### config.mk
export PLATFORM = sky130hd
export DESIGN_NAME = cfg_port
export DESIGN_NICKNAME = d
export VERILOG_FILES = /design/src/hw/cfg_port_pkg.sv /design/src/hw/cfg_write_channel.sv /design/src/hw/cfg_read_channel.sv /design/src/hw/cfg_memory.sv /design/src/hw/cfg_port.sv
export SDC_FILE = /design/constraint.sdc
export NUM_CORES = 1
export LEC_CHECK = 0
export ABC_AREA = 1
export BUFFER_PORTS_ARGS = -buffer_cell sky130_fd_sc_hd__buf_2
export CORE_AREA = 3 3 335 337
export CTS_CLUSTER_SIZE = 10
export DETAILED_ROUTE_END_ITERATION = 12
export DIE_AREA = 0 0 338 340
export SYNTH_ARGS = -nofsm -noshare
export SYNTH_HDL_FRONTEND = slang
export SYNTH_SLANG_ARGS = --single-unit
### constraint.sdc
create_clock -name S_AXI_ACLK -period 5.8 [get_ports S_AXI_ACLK]
set_input_delay 0.87 -clock S_AXI_ACLK [delete_from_list [all_inputs] [get_ports S_AXI_ACLK]]
set_output_delay 0.87 -clock S_AXI_ACLK [all_outputs]
set_load 0.02 [all_outputs]
### src/hw/cfg_port_pkg.sv
package cfg_port_pkg;

	// ------------------------------------------------------------------
	// bus geometry
	// ------------------------------------------------------------------

	// address bus, only bits 5:4 reach the memory
	localparam int addr_width = 16;

	// one beat is one full memory row
	localparam int data_width = 128;
	localparam int data_bytes = data_width / 8;

	// first address bit above the byte offset
	localparam int addr_lsb = $clog2(data_bytes);

	// ------------------------------------------------------------------
	// configuration memory
	// ------------------------------------------------------------------

	localparam int mem_bytes = 64;
	localparam int mem_rows = mem_bytes / data_bytes;
	localparam int row_bits = $clog2(mem_rows);

	// ------------------------------------------------------------------
	// burst and response encodings
	// ------------------------------------------------------------------

	localparam int len_width = 8;
	localparam int burst_width = 2;
	localparam int resp_width = 2;

	localparam logic [burst_width-1:0] burst_fixed = 2'd0;
	localparam logic [burst_width-1:0] burst_incr = 2'd1;

	// no error responses, every beat answers OKAY
	localparam logic [resp_width-1:0] resp_okay = 2'd0;

	// one row seen either as a data word or as its byte lanes
	// byte 0 sits in bits 7:0, same as wstrb bit 0
	typedef union packed {
		logic [data_width-1:0] word;
		logic [data_bytes-1:0][7:0] bytes;
	} cfg_word_t;

endpackage

### src/hw/cfg_write_channel.sv
module cfg_write_channel (
	input logic S_AXI_ACLK,
	input logic S_AXI_ARESETN,
	// write address
	input logic [cfg_port_pkg::addr_width-1:0] awaddr,
	input logic [cfg_port_pkg::len_width-1:0] awlen,
	input logic [cfg_port_pkg::burst_width-1:0] awburst,
	input logic awvalid,
	output logic awready,
	// write data, payload goes straight to the memory
	input logic wlast,
	input logic wvalid,
	output logic wready,
	// write response
	output logic [cfg_port_pkg::resp_width-1:0] bresp,
	output logic bvalid,
	input logic bready,
	// exclusion and memory side
	input logic rd_busy,
	output logic wr_busy,
	output logic [cfg_port_pkg::row_bits-1:0] wr_row,
	output logic wr_en
);

	import cfg_port_pkg::*;

	// latched burst fields
	logic [len_width-1:0] len;
	logic [burst_width-1:0] burst;
	logic [len_width-1:0] beat_cnt;

	logic aw_start;
	logic beat_ok;

	// a new write may only begin while the read engine is idle
	// on a tie with arvalid the write takes the port
	assign aw_start = !wr_busy && awvalid && !rd_busy;

	// data beat handshake
	assign beat_ok = wready && wvalid;

	// beats past the burst length are dropped
	assign wr_en = beat_ok && (beat_cnt <= len);

	assign bresp = resp_okay;

	// ------------------------------------------------------------------
	// handshake control
	// ------------------------------------------------------------------

	always_ff @(posedge S_AXI_ACLK)
	begin
		if (!S_AXI_ARESETN)
		begin
			awready <= 1'b0;
			wready <= 1'b0;
			bvalid <= 1'b0;
			wr_busy <= 1'b0;
		end
		else
		begin
			// awready is a single cycle pulse, busy blocks a repeat
			awready <= aw_start;

			// busy spans address accept up to the B handshake
			if (aw_start)
				wr_busy <= 1'b1;
			else if (bvalid && bready)
				wr_busy <= 1'b0;

			// wready opens one cycle after wvalid is seen
			// and closes on the last beat
			if (beat_ok && wlast)
				wready <= 1'b0;
			else if (wr_busy && !wready && wvalid && !bvalid)
				wready <= 1'b1;

			// response follows the last beat, held until bready
			if (beat_ok && wlast)
				bvalid <= 1'b1;
			else if (bvalid && bready)
				bvalid <= 1'b0;
		end
	end

	// ------------------------------------------------------------------
	// burst address and beat count
	// ------------------------------------------------------------------

	always_ff @(posedge S_AXI_ACLK)
	begin
		if (aw_start)
		begin
			// high address bits alias onto the same rows
			wr_row <= awaddr[addr_lsb +: row_bits];
			len <= awlen;
			burst <= awburst;
			beat_cnt <= '0;
		end
		else if (beat_ok)
		begin
			beat_cnt <= beat_cnt + 1'b1;
			case (burst)
				burst_fixed:
					wr_row <= wr_row;
				burst_incr:
					wr_row <= wr_row + 1'b1;
				// reserved and wrap encodings step like INCR
				default:
					wr_row <= wr_row + 1'b1;
			endcase
		end
	end

	// write data is never taken outside a transaction
	wready_in_busy: assert property (@(posedge S_AXI_ACLK) disable iff (!S_AXI_ARESETN)
		wready |-> wr_busy);

	// response stays up until the master takes it
	bvalid_held: assert property (@(posedge S_AXI_ACLK) disable iff (!S_AXI_ARESETN)
		bvalid && !bready |=> bvalid);

endmodule

### src/hw/cfg_read_channel.sv
module cfg_read_channel (
	input logic S_AXI_ACLK,
	input logic S_AXI_ARESETN,
	// read address
	input logic [cfg_port_pkg::addr_width-1:0] araddr,
	input logic [cfg_port_pkg::len_width-1:0] arlen,
	input logic [cfg_port_pkg::burst_width-1:0] arburst,
	input logic arvalid,
	output logic arready,
	// read data
	output logic [cfg_port_pkg::data_width-1:0] rdata,
	output logic [cfg_port_pkg::resp_width-1:0] rresp,
	output logic rlast,
	output logic rvalid,
	input logic rready,
	// exclusion, awvalid gives the write side priority
	input logic awvalid,
	input logic wr_busy,
	// memory side
	input cfg_port_pkg::cfg_word_t rd_word,
	output logic rd_busy,
	output logic [cfg_port_pkg::row_bits-1:0] rd_row
);

	import cfg_port_pkg::*;

	// latched burst fields
	logic [len_width-1:0] len;
	logic [burst_width-1:0] burst;
	logic [len_width-1:0] beat_cnt;

	logic ar_start;
	logic r_hs;

	// start only with the write side idle and no write address pending
	assign ar_start = !rd_busy && arvalid && !wr_busy && !awvalid;

	// read data handshake
	assign r_hs = rvalid && rready;

	// bus reads zero between beats
	assign rdata = rvalid ? rd_word.word : '0;
	assign rresp = resp_okay;

	// ------------------------------------------------------------------
	// handshake control
	// ------------------------------------------------------------------

	always_ff @(posedge S_AXI_ACLK)
	begin
		if (!S_AXI_ARESETN)
		begin
			arready <= 1'b0;
			rvalid <= 1'b0;
			rlast <= 1'b0;
			rd_busy <= 1'b0;
		end
		else
		begin
			// single cycle accept pulse
			arready <= ar_start;

			// busy ends on the handshake of the final beat
			if (ar_start)
				rd_busy <= 1'b1;
			else if (r_hs && rlast)
				rd_busy <= 1'b0;

			// each beat waits one cycle for the registered row,
			// then holds until rready
			if (r_hs)
			begin
				rvalid <= 1'b0;
				rlast <= 1'b0;
			end
			else if (rd_busy && !rvalid)
			begin
				rvalid <= 1'b1;
				rlast <= (beat_cnt == len);
			end
		end
	end

	// ------------------------------------------------------------------
	// burst address and beat count
	// ------------------------------------------------------------------

	always_ff @(posedge S_AXI_ACLK)
	begin
		if (ar_start)
		begin
			// only bits 5:4 pick the row
			rd_row <= araddr[addr_lsb +: row_bits];
			len <= arlen;
			burst <= arburst;
			beat_cnt <= '0;
		end
		else if (r_hs)
		begin
			beat_cnt <= beat_cnt + 1'b1;
			// next row is ready before rvalid rises again
			case (burst)
				burst_fixed:
					rd_row <= rd_row;
				burst_incr:
					rd_row <= rd_row + 1'b1;
				// reserved encoding treated as INCR
				default:
					rd_row <= rd_row + 1'b1;
			endcase
		end
	end

	// a beat is only offered inside a read transaction
	rvalid_in_busy: assert property (@(posedge S_AXI_ACLK) disable iff (!S_AXI_ARESETN)
		rvalid |-> rd_busy);

endmodule

### src/hw/cfg_memory.sv
module cfg_memory (
	input logic S_AXI_ACLK,
	input logic S_AXI_ARESETN,
	// write port from the write engine and the W channel
	input logic wr_en,
	input logic [cfg_port_pkg::row_bits-1:0] wr_row,
	input logic [cfg_port_pkg::data_width-1:0] wdata,
	input logic [cfg_port_pkg::data_bytes-1:0] wstrb,
	// read port from the read engine
	input logic rd_busy,
	input logic [cfg_port_pkg::row_bits-1:0] rd_row,
	output cfg_port_pkg::cfg_word_t rd_word,
	// every row, flat, for the configured logic
	output logic [cfg_port_pkg::mem_rows*cfg_port_pkg::data_width-1:0] memory_out
);

	import cfg_port_pkg::*;

	// configuration rows
	cfg_word_t rows [mem_rows];

	// incoming beat split into byte lanes
	cfg_word_t wr_word;

	assign wr_word.word = wdata;

	// ------------------------------------------------------------------
	// byte strobed write
	// ------------------------------------------------------------------

	always_ff @(posedge S_AXI_ACLK)
	begin
		if (!S_AXI_ARESETN)
		begin
			// configuration comes up all zero
			for (int r = 0; r < mem_rows; r++)
				rows[r] <= '0;
		end
		else if (wr_en)
		begin
			// only lanes with their strobe set are touched
			for (int b = 0; b < data_bytes; b++)
			begin
				if (wstrb[b])
					rows[wr_row].bytes[b] <= wr_word.bytes[b];
			end
		end
	end

	// ------------------------------------------------------------------
	// registered read port
	// ------------------------------------------------------------------

	// tracks rd_row while a read runs, the row is stable during a beat
	always_ff @(posedge S_AXI_ACLK)
	begin
		if (rd_busy)
			rd_word <= rows[rd_row];
	end

	// row 0 in the low bits
	always_comb
	begin
		for (int r = 0; r < mem_rows; r++)
			memory_out[r*data_width +: data_width] = rows[r].word;
	end

	// the two engines never own the memory at the same time
	no_rw_overlap: assert property (@(posedge S_AXI_ACLK) disable iff (!S_AXI_ARESETN)
		!(wr_en && rd_busy));

endmodule

### src/hw/cfg_port.sv
module cfg_port (
	input logic S_AXI_ACLK,
	input logic S_AXI_ARESETN,
	// write address channel
	input logic [cfg_port_pkg::addr_width-1:0] awaddr,
	input logic [cfg_port_pkg::len_width-1:0] awlen,
	input logic [cfg_port_pkg::burst_width-1:0] awburst,
	input logic awvalid,
	output logic awready,
	// write data channel
	input logic [cfg_port_pkg::data_width-1:0] wdata,
	input logic [cfg_port_pkg::data_bytes-1:0] wstrb,
	input logic wlast,
	input logic wvalid,
	output logic wready,
	// write response channel
	output logic [cfg_port_pkg::resp_width-1:0] bresp,
	output logic bvalid,
	input logic bready,
	// read address channel
	input logic [cfg_port_pkg::addr_width-1:0] araddr,
	input logic [cfg_port_pkg::len_width-1:0] arlen,
	input logic [cfg_port_pkg::burst_width-1:0] arburst,
	input logic arvalid,
	output logic arready,
	// read data channel
	output logic [cfg_port_pkg::data_width-1:0] rdata,
	output logic [cfg_port_pkg::resp_width-1:0] rresp,
	output logic rlast,
	output logic rvalid,
	input logic rready,
	// configuration contents
	output logic [cfg_port_pkg::mem_rows*cfg_port_pkg::data_width-1:0] memory_out
);

	import cfg_port_pkg::*;

	// ------------------------------------------------------------------
	// engine to memory wiring
	// ------------------------------------------------------------------

	// write engine owns the port while wr_busy is high
	logic wr_busy;
	logic [row_bits-1:0] wr_row;
	logic wr_en;

	// read engine owns the port while rd_busy is high
	logic rd_busy;
	logic [row_bits-1:0] rd_row;
	cfg_word_t rd_word;

	// AW, W and B channels
	// all port and wire names match, so connect by name
	cfg_write_channel cfg_write_channel_i (
		.*
	);

	// AR and R channels, also sees awvalid for write priority
	cfg_read_channel cfg_read_channel_i (
		.*
	);

	// row store, takes wdata and wstrb straight from the W channel
	cfg_memory cfg_memory_i (
		.S_AXI_ACLK(S_AXI_ACLK),
		.S_AXI_ARESETN(S_AXI_ARESETN),
		.wr_en(wr_en),
		.wr_row(wr_row),
		.wdata(wdata),
		.wstrb(wstrb),
		.rd_busy(rd_busy),
		.rd_row(rd_row),
		.rd_word(rd_word),
		.memory_out(memory_out)
	);

endmodule

==> impl_metrics.tcl, run 1 <==
set metrics [dict create \
    status "finished clean" \
    cellPowerDensity_nw_per_um2 319 \
    cts_buffers 81 \
    hold_slack_ns 0.429 \
    post_cts_resized 0 \
    min_period_ns 3.47 \
    rsz0062_at_grt "no" \
    synthTopCellsByCount "nor2_1, edfxtp_1, inv_1" \
    post-cts-setup-buffers 0 \
    tritoncts "built" \
    worstPathMaxFanout 32 \
    place_hpwl_mm 84.4 \
    fmax_ghz 0.288 \
    max-cap-violations 0 \
    r2r-start "cfg_write_channel_i.len[6]$_DFFE_PP_" \
    total_leakage_power_nw 16.9 \
    synth.area.top_cells "edfxtp_1, nor2_1, o21ai_0" \
    r2r_end "cfg_memory_i.rows[3][83]$_DFFE_PP_" \
    async_reset_ff_frac 0 \
    syn_area_um2 29600 \
    grt_pass1_wl_mm 164 \
    fin_nets 3728 \
    io_buffers 821 \
    worst_setup_path_end_kind "flip-flop" \
    final_hold_viol_count 0 \
    worst_ep_required_time_ns 6.04 \
    htreeDepth 3 \
    grt_util_all_layers 0.194 \
    path_class "reg2reg" \
    syn_inst 2724 \
    cts_sinks 688 \
    core_um2 109000 \
    rr_worst_depth 8 \
    internal_power_mw 8.73 \
    fillers 11100 \
    fin_skew_ns 0.0258 \
    cp.arrival_ns 3.71 \
    relSlewSlack 0.202 \
    switching_share 0.268 \
    yosysWarnings 0 \
    period_share 0.599 \
    seqPwrFrac 0.498 \
    start_kind "flip-flop" \
    fp.dieH_um 340 \
    clk_latency_ns 0.64 \
    first_pass_iters 8 \
    grt_max_degree 132 \
    netSwitchingPower_mw 3.20 \
    tns_ns 0 \
    min_to "cfg_write_channel_i.len[3]$_DFFE_PP_" \
    p_comb_frac 0.124 \
    synthFlopType "edfxtp_1" \
    layout-drive-gt1-share 0.286 \
    yosysSeqAreaShare 0.691 \
    cts-root-buf "clkbuf_16" \
    hold_path_depth 1 \
    synth.most_common_cell "nor2_1" \
    holdCritStartpoint "awlen[3]" \
    setup_viol 0 \
    ys_types 31 \
    regToRegSetupSlack_ns 2.33 \
    ioPinCount 854 \
    grt_pass1_vias 23700 \
    highest_layer "met5" \
    wl_mm 116 \
    ys_seq_elements 688 \
    clkSlewWorstSetupHoldPaths_ns 0.05 \
    synth_top_cell_by_area "edfxtp_1" \
    cts_hold_repair.buffers 0 \
    synth_edf_count 664 \
    die_x_um 338 \
    ant_nets 0 \
    worst_pin_slew_ns 1.19 \
    antenna_found_initial 13 \
    routed-wl-met3_mm 10.9 \
    power_frac_clock 0.378 \
    place_congestion 0.873 \
    remaining_drc_errors 0 \
    drtIter0Drc 2033 \
    hp-class "in2reg" \
    met1_length_mm 43.6 \
    syn_to_final_growth_pct 26.5 \
    drt-vias-per-instance 4.79 \
    max-vdd-ir-drop_mv 0.227 \
    route.met2.wl_mm 56.5 \
    initial_core_util 0.271 \
    drv_slew 0 \
    syn_area_per_cell_um2 10.9 \
    yosysTopAreaCellShare 0.674 \
    wl_per_cell_um 23.0 \
    grt-ovfl-total 0 \
    vias 24100 \
    clockBufferDepth 3 \
    die_area_um2 115000 \
    row_count 121 \
]
[worst max-delay path, cell delays in order (launching register included)]
cell	delay, ns
edfxtp_1	0.33
inv_1	0.05
ha_1	0.26
nand2_1	0.07
nor2_1	0.17
nand4_1	0.12
nand2_2	0.31
nand2_4	0.55
o31ai_1	1.18
[final cells by class]
type	count	area, um^2	share of cell area
clock inverter	9	56.3	0.00150
antenna	8	20.0	0.000535
multi-input combinational	1576	7310	0.195
inverter	315	1190	0.0319
timing repair buffer	852	4390	0.117
sequential	688	20400	0.546
clock buffer	101	2170	0.0579
tap	1476	1850	0.0494
[state kept, by name (all words and copies together), names as in the netlist]
name / flops
cfg_write_channel_i.beat_cnt: 8
cfg_read_channel_i.arready: 1
cfg_write_channel_i.wready: 1
cfg_read_channel_i.rd_busy: 1
cfg_read_channel_i.len: 8
cfg_read_channel_i.rd_row: 2
cfg_write_channel_i.len: 8
cfg_write_channel_i.burst: 2
cfg_write_channel_i.awready: 1
cfg_read_channel_i.rvalid: 1
cfg_write_channel_i.wr_row: 2
cfg_memory_i.rows: 512
cfg_read_channel_i.rlast: 1
cfg_read_channel_i.burst: 2
cfg_write_channel_i.wr_busy: 1
cfg_read_channel_i.beat_cnt: 8
cfg_write_channel_i.bvalid: 1
cfg_memory_i.rd_word: 128
[stage by stage]
stage                     power, mW  area, um^2  setup slack, ns  utilization  cells
final                          11.9       37400             2.33        0.343   5025
after floorplan                6.84       29600             1.39            -   2727
after global placement         7.51       35200             1.75        0.322   4907
after CTS                      12.0       37400             2.23        0.343   5017
after detailed placement       7.53       35200             1.70        0.322   4907
after global routing           12.4       37400             1.97        0.343   5017
[cell families after synthesis]
family / synth area share
flip-flops: 0.691
other: 0.000127
adder cells (fa/ha/maj): 0.00423
AO/OA/AOI/OAI: 0.106
AND/OR/NAND/NOR: 0.132
XOR/XNOR: 0.00178
buffers and inverters: 0.0653
[power by group through the flow]
stage,sequential (mW),combinational (mW),clock [mW]
after floorplan,6.19,0.646,0
after global placement,6.03,1.48,0
after detailed placement,6.03,1.50,0
after CTS,5.94,1.50,4.58
after global routing,5.96,1.60,4.79
final,5.94,1.48,4.51
[routing by layer]
metal | GRT usage | vias up
met1 | 0.229 | 11700
met5 | 0 | -
met2 | 0.330 | 1291
met3 | 0.0556 | 222
met4 | 0.0805 | 10
li1 | - | 10800
[layout by cell type, fill, tap and decap left out, drive strengths merged]
| cell | instances |
|---|---|
| diode | 8 |
| inv | 316 |
| o21bai | 1 |
| a21oi | 144 |
| edfxtp | 664 |
| o22ai | 129 |
| clkinv | 7 |
| o31ai | 16 |
| nand2 | 280 |
| nand3 | 6 |
| xor2 | 3 |
| a211oi | 1 |
| ha | 10 |
| o211ai | 8 |
| conb | 4 |
| xnor2 | 3 |
| clkinvlp | 1 |
| a31o | 1 |
| a21o | 1 |
| nor4 | 1 |
| clkbuf | 101 |
| nor3 | 5 |
| nand4 | 4 |
| and3 | 2 |
| buf | 852 |
| dfxtp | 24 |
| nor2 | 681 |
| o21ai | 276 |
[worst max-delay path by stage]
stage | start | end
2_1_floorplan | cfg_read_channel_i.rd_busy$_SDFFE_PN0P_ | cfg_read_channel_i.rd_row[0]$_DFFE_PP_
3_3_place_gp | wvalid | cfg_memory_i.rows[3][81]$_DFFE_PP_
3_5_place_dp | wvalid | cfg_memory_i.rows[3][83]$_DFFE_PP_
4_1_cts | cfg_write_channel_i.len[6]$_DFFE_PP_ | cfg_memory_i.rows[3][83]$_DFFE_PP_
5_1_grt | cfg_write_channel_i.len[7]$_DFFE_PP_ | cfg_memory_i.rows[3][86]$_DFFE_PP_
6_report | cfg_write_channel_i.len[6]$_DFFE_PP_ | cfg_memory_i.rows[3][83]$_DFFE_PP_
No activity file was read; power rests on OpenSTA's default activity.
==> inputs of run 2 (changes only) <==
Clock period 5.8 ns to 3.4 ns, I/O delays scaled along.
==> run 2 against run 1 <==
  * Critical path type unchanged
  * Count of clock-buffer cells in the layout down 1
  * Cell area up 1.1%
  * Critical endpoint is now cfg_memory_i.rows[0][85]$_SDFFCE_PN0P_
  * Maximum frequency is 23% higher
  * Routed wire length is 2.3% higher
==> impl_metrics.tcl, run 2 (synthesized netlist as in run 1, its figures left out) <==
set metrics [dict create \
    worst_pin_slew_ns 1.05 \
    initial_core_util 0.271 \
    highest_layer "met5" \
    vias 24400 \
    clockBufferDepth 3 \
    regMostFlops "cfg_memory_i.rows" \
    clk_latency_ns 0.64 \
    largest_register_ffs 512 \
    grt_pass1_wl_mm 166 \
    cts_sinks 688 \
    drt-vias-per-instance 4.82 \
    row_count 121 \
    fin_skew_ns 0.0277 \
    ioPinCount 854 \
    max-cap-violations 0 \
    wl_mm 118 \
    total_leakage_power_nw 17.1 \
    grt-ovfl-total 0 \
    p_comb_frac 0.129 \
    worst_ep_required_time_ns 3.68 \
    post_cts_resized 0 \
    period_share 0.833 \
    remaining_drc_errors 0 \
    cp_common_cell "nand2_1" \
    fin_cells 5063 \
    layout-drive-gt1-share 0.292 \
    grt_pass1_vias 24000 \
    route.met2.wl_mm 58.8 \
    critPathMaxStageDelay_ns 0.39 \
    antenna_found_initial 8 \
    io_buffers 821 \
    grt_max_degree 175 \
    start_kind "flip-flop" \
    status "finished clean" \
    seqPwrFrac 0.494 \
    die_area_um2 115000 \
    clkSlewWorstSetupHoldPaths_ns 0.06 \
    path_cells "inv_1 -> ha_1 -> nand2_1 -> nor2_1 -> nand2_1 -> nand2_1 -> nand2_2 -> nand2_4 -> buf_4 -> nor2_1 -> nand2_1 -> nand2_1" \
    relSlewSlack 0.299 \
    fp.dieH_um 340 \
    fmax_ghz 0.353 \
    cp.arrival_ns 3.12 \
    largestRegisters "cfg_memory_i.rows (512), cfg_memory_i.rd_word (128)" \
    internal_power_mw 14.9 \
    switching_share 0.270 \
    mostFrequentLayoutCell "buf_2" \
    worstPathMaxFanout 18 \
    dp_cells 4940 \
    syn_to_final_growth_pct 27.9 \
    hp-class "in2reg" \
    grt_util_all_layers 0.197 \
    tns_ns 0 \
    max-vdd-ir-drop_mv 0.442 \
    die_x_um 338 \
    rsz0062_at_grt "no" \
    final_util 0.347 \
    netSwitchingPower_mw 5.52 \
    cp_top_family "simple AND/OR/NAND/NOR gates" \
    core_um2 109000 \
    crit_buf_inv 2 \
    cp_slowest_cell "buf_4" \
    first_pass_iters 6 \
    tritoncts "built" \
    wl_per_cell_um 23.4 \
    fin_nets 3767 \
    min_period_ns 2.83 \
    cellPowerDensity_nw_per_um2 541 \
    path_class "reg2reg" \
    htreeDepth 3 \
    power_frac_clock 0.377 \
    ant_nets 0 \
    setup_viol 0 \
    final_hold_viol_count 0 \
    met1_length_mm 43.9 \
    place_hpwl_mm 87.4 \
    worst_setup_path_end_kind "flip-flop" \
    total_power_mw 20.4 \
    drtIter0Drc 1989 \
    routed-wl-met3_mm 10.7 \
    cts-root-buf "clkbuf_16" \
    fillers 11100 \
    place_congestion 0.918 \
    final_cell_mix "buf_2, edfxtp_1, nor2_1, inv_1, o21ai_0" \
    cts_buffers 82 \
    drv_slew 0 \
]
==> run 2: cell count changes in the layout (fill, tap and decap cells not counted), moves of 2 or more <==
cell / previous run / this run
buf_4: 28 / 51
buf_12: 4 / 14
clkinv_1: 5 / 11
diode_2: 8 / 3
dlygate4sd3_1: 0 / 5
inv_6: 1 / 3
==> run 2: metrics by stage <==
step	hold WS (ns)	worst slack [ns]	instance area (um^2)
floorplan	0.424	0.462	29600
global placement	0.444	0.428	35500
detailed placement	0.450	0.401	35500
CTS	0.000323	0.509	37800
global route	0.00739	0.317	37800
finish	0.0682	0.569	37800
==> run 2: metal layers <==
metal | track usage | up-vias
li1 | - | 10900
met1 | 0.227 | 12000
met2 | 0.344 | 1214
met3 | 0.0563 | 249
met4 | 0.0780 | 8
met5 | 0 | -
==> run 2: final timing paths <==
path	startpoint	end	slack (ns)	cells past startpoint
max	cfg_write_channel_i.len[7]$_DFFE_PP_	cfg_memory_i.rows[0][85]$_SDFFCE_PN0P_	0.57	12
min	arlen[3]	cfg_read_channel_i.len[3]$_DFFE_PP_	0.07	1
max reg2reg	cfg_write_channel_i.len[7]$_DFFE_PP_	cfg_memory_i.rows[0][85]$_SDFFCE_PN0P_	0.57	12
min reg2reg	cfg_read_channel_i.beat_cnt[7]$_SDFFE_PP0P_	cfg_read_channel_i.beat_cnt[7]$_SDFFE_PP0P_	0.46	1
==> run 2: area by class of cell <==
class | count | area (um^2) | share of cell area
Sequential cell | 688 | 20400 | 0.540
Inverter | 315 | 1190 | 0.0315
Clock inverter | 15 | 76.3 | 0.00202
Timing Repair Buffer | 890 | 4820 | 0.127
Multi-Input combinational cell | 1576 | 7300 | 0.193
Antenna cell | 3 | 7.51 | 0.000198
Clock buffer | 100 | 2150 | 0.0569
Tap cell | 1476 | 1850 | 0.0488
==> run 2: worst reg2reg max path, delay by kind of cell, from the launching register on <==
family	cells	cell delay [ns]
AND/OR/NAND/NOR	9	1.46
buffers and inverters	2	0.43
flip-flops	1	0.32
adder cells (fa/ha/maj)	1	0.28
==> run 2: repair_timing <==
item | in CTS | in global routing
buffers inserted | 0 | 0
hold endpoints to repair | 5 | 0
endpoints found under the setup margin | 0 | 0
hold buffers | 5 | 0
==> run 2: power by group through the flow <==
stage / registers, mW / clock network [mW] / logic, mW
finish: 10.1 / 7.71 / 2.63
global route: 10.1 / 8.20 / 2.84
CTS: 10.1 / 7.86 / 2.66
detailed placement: 10.3 / 0 / 2.65
global placement: 10.3 / 0 / 2.61
floorplan: 10.6 / 0 / 1.10
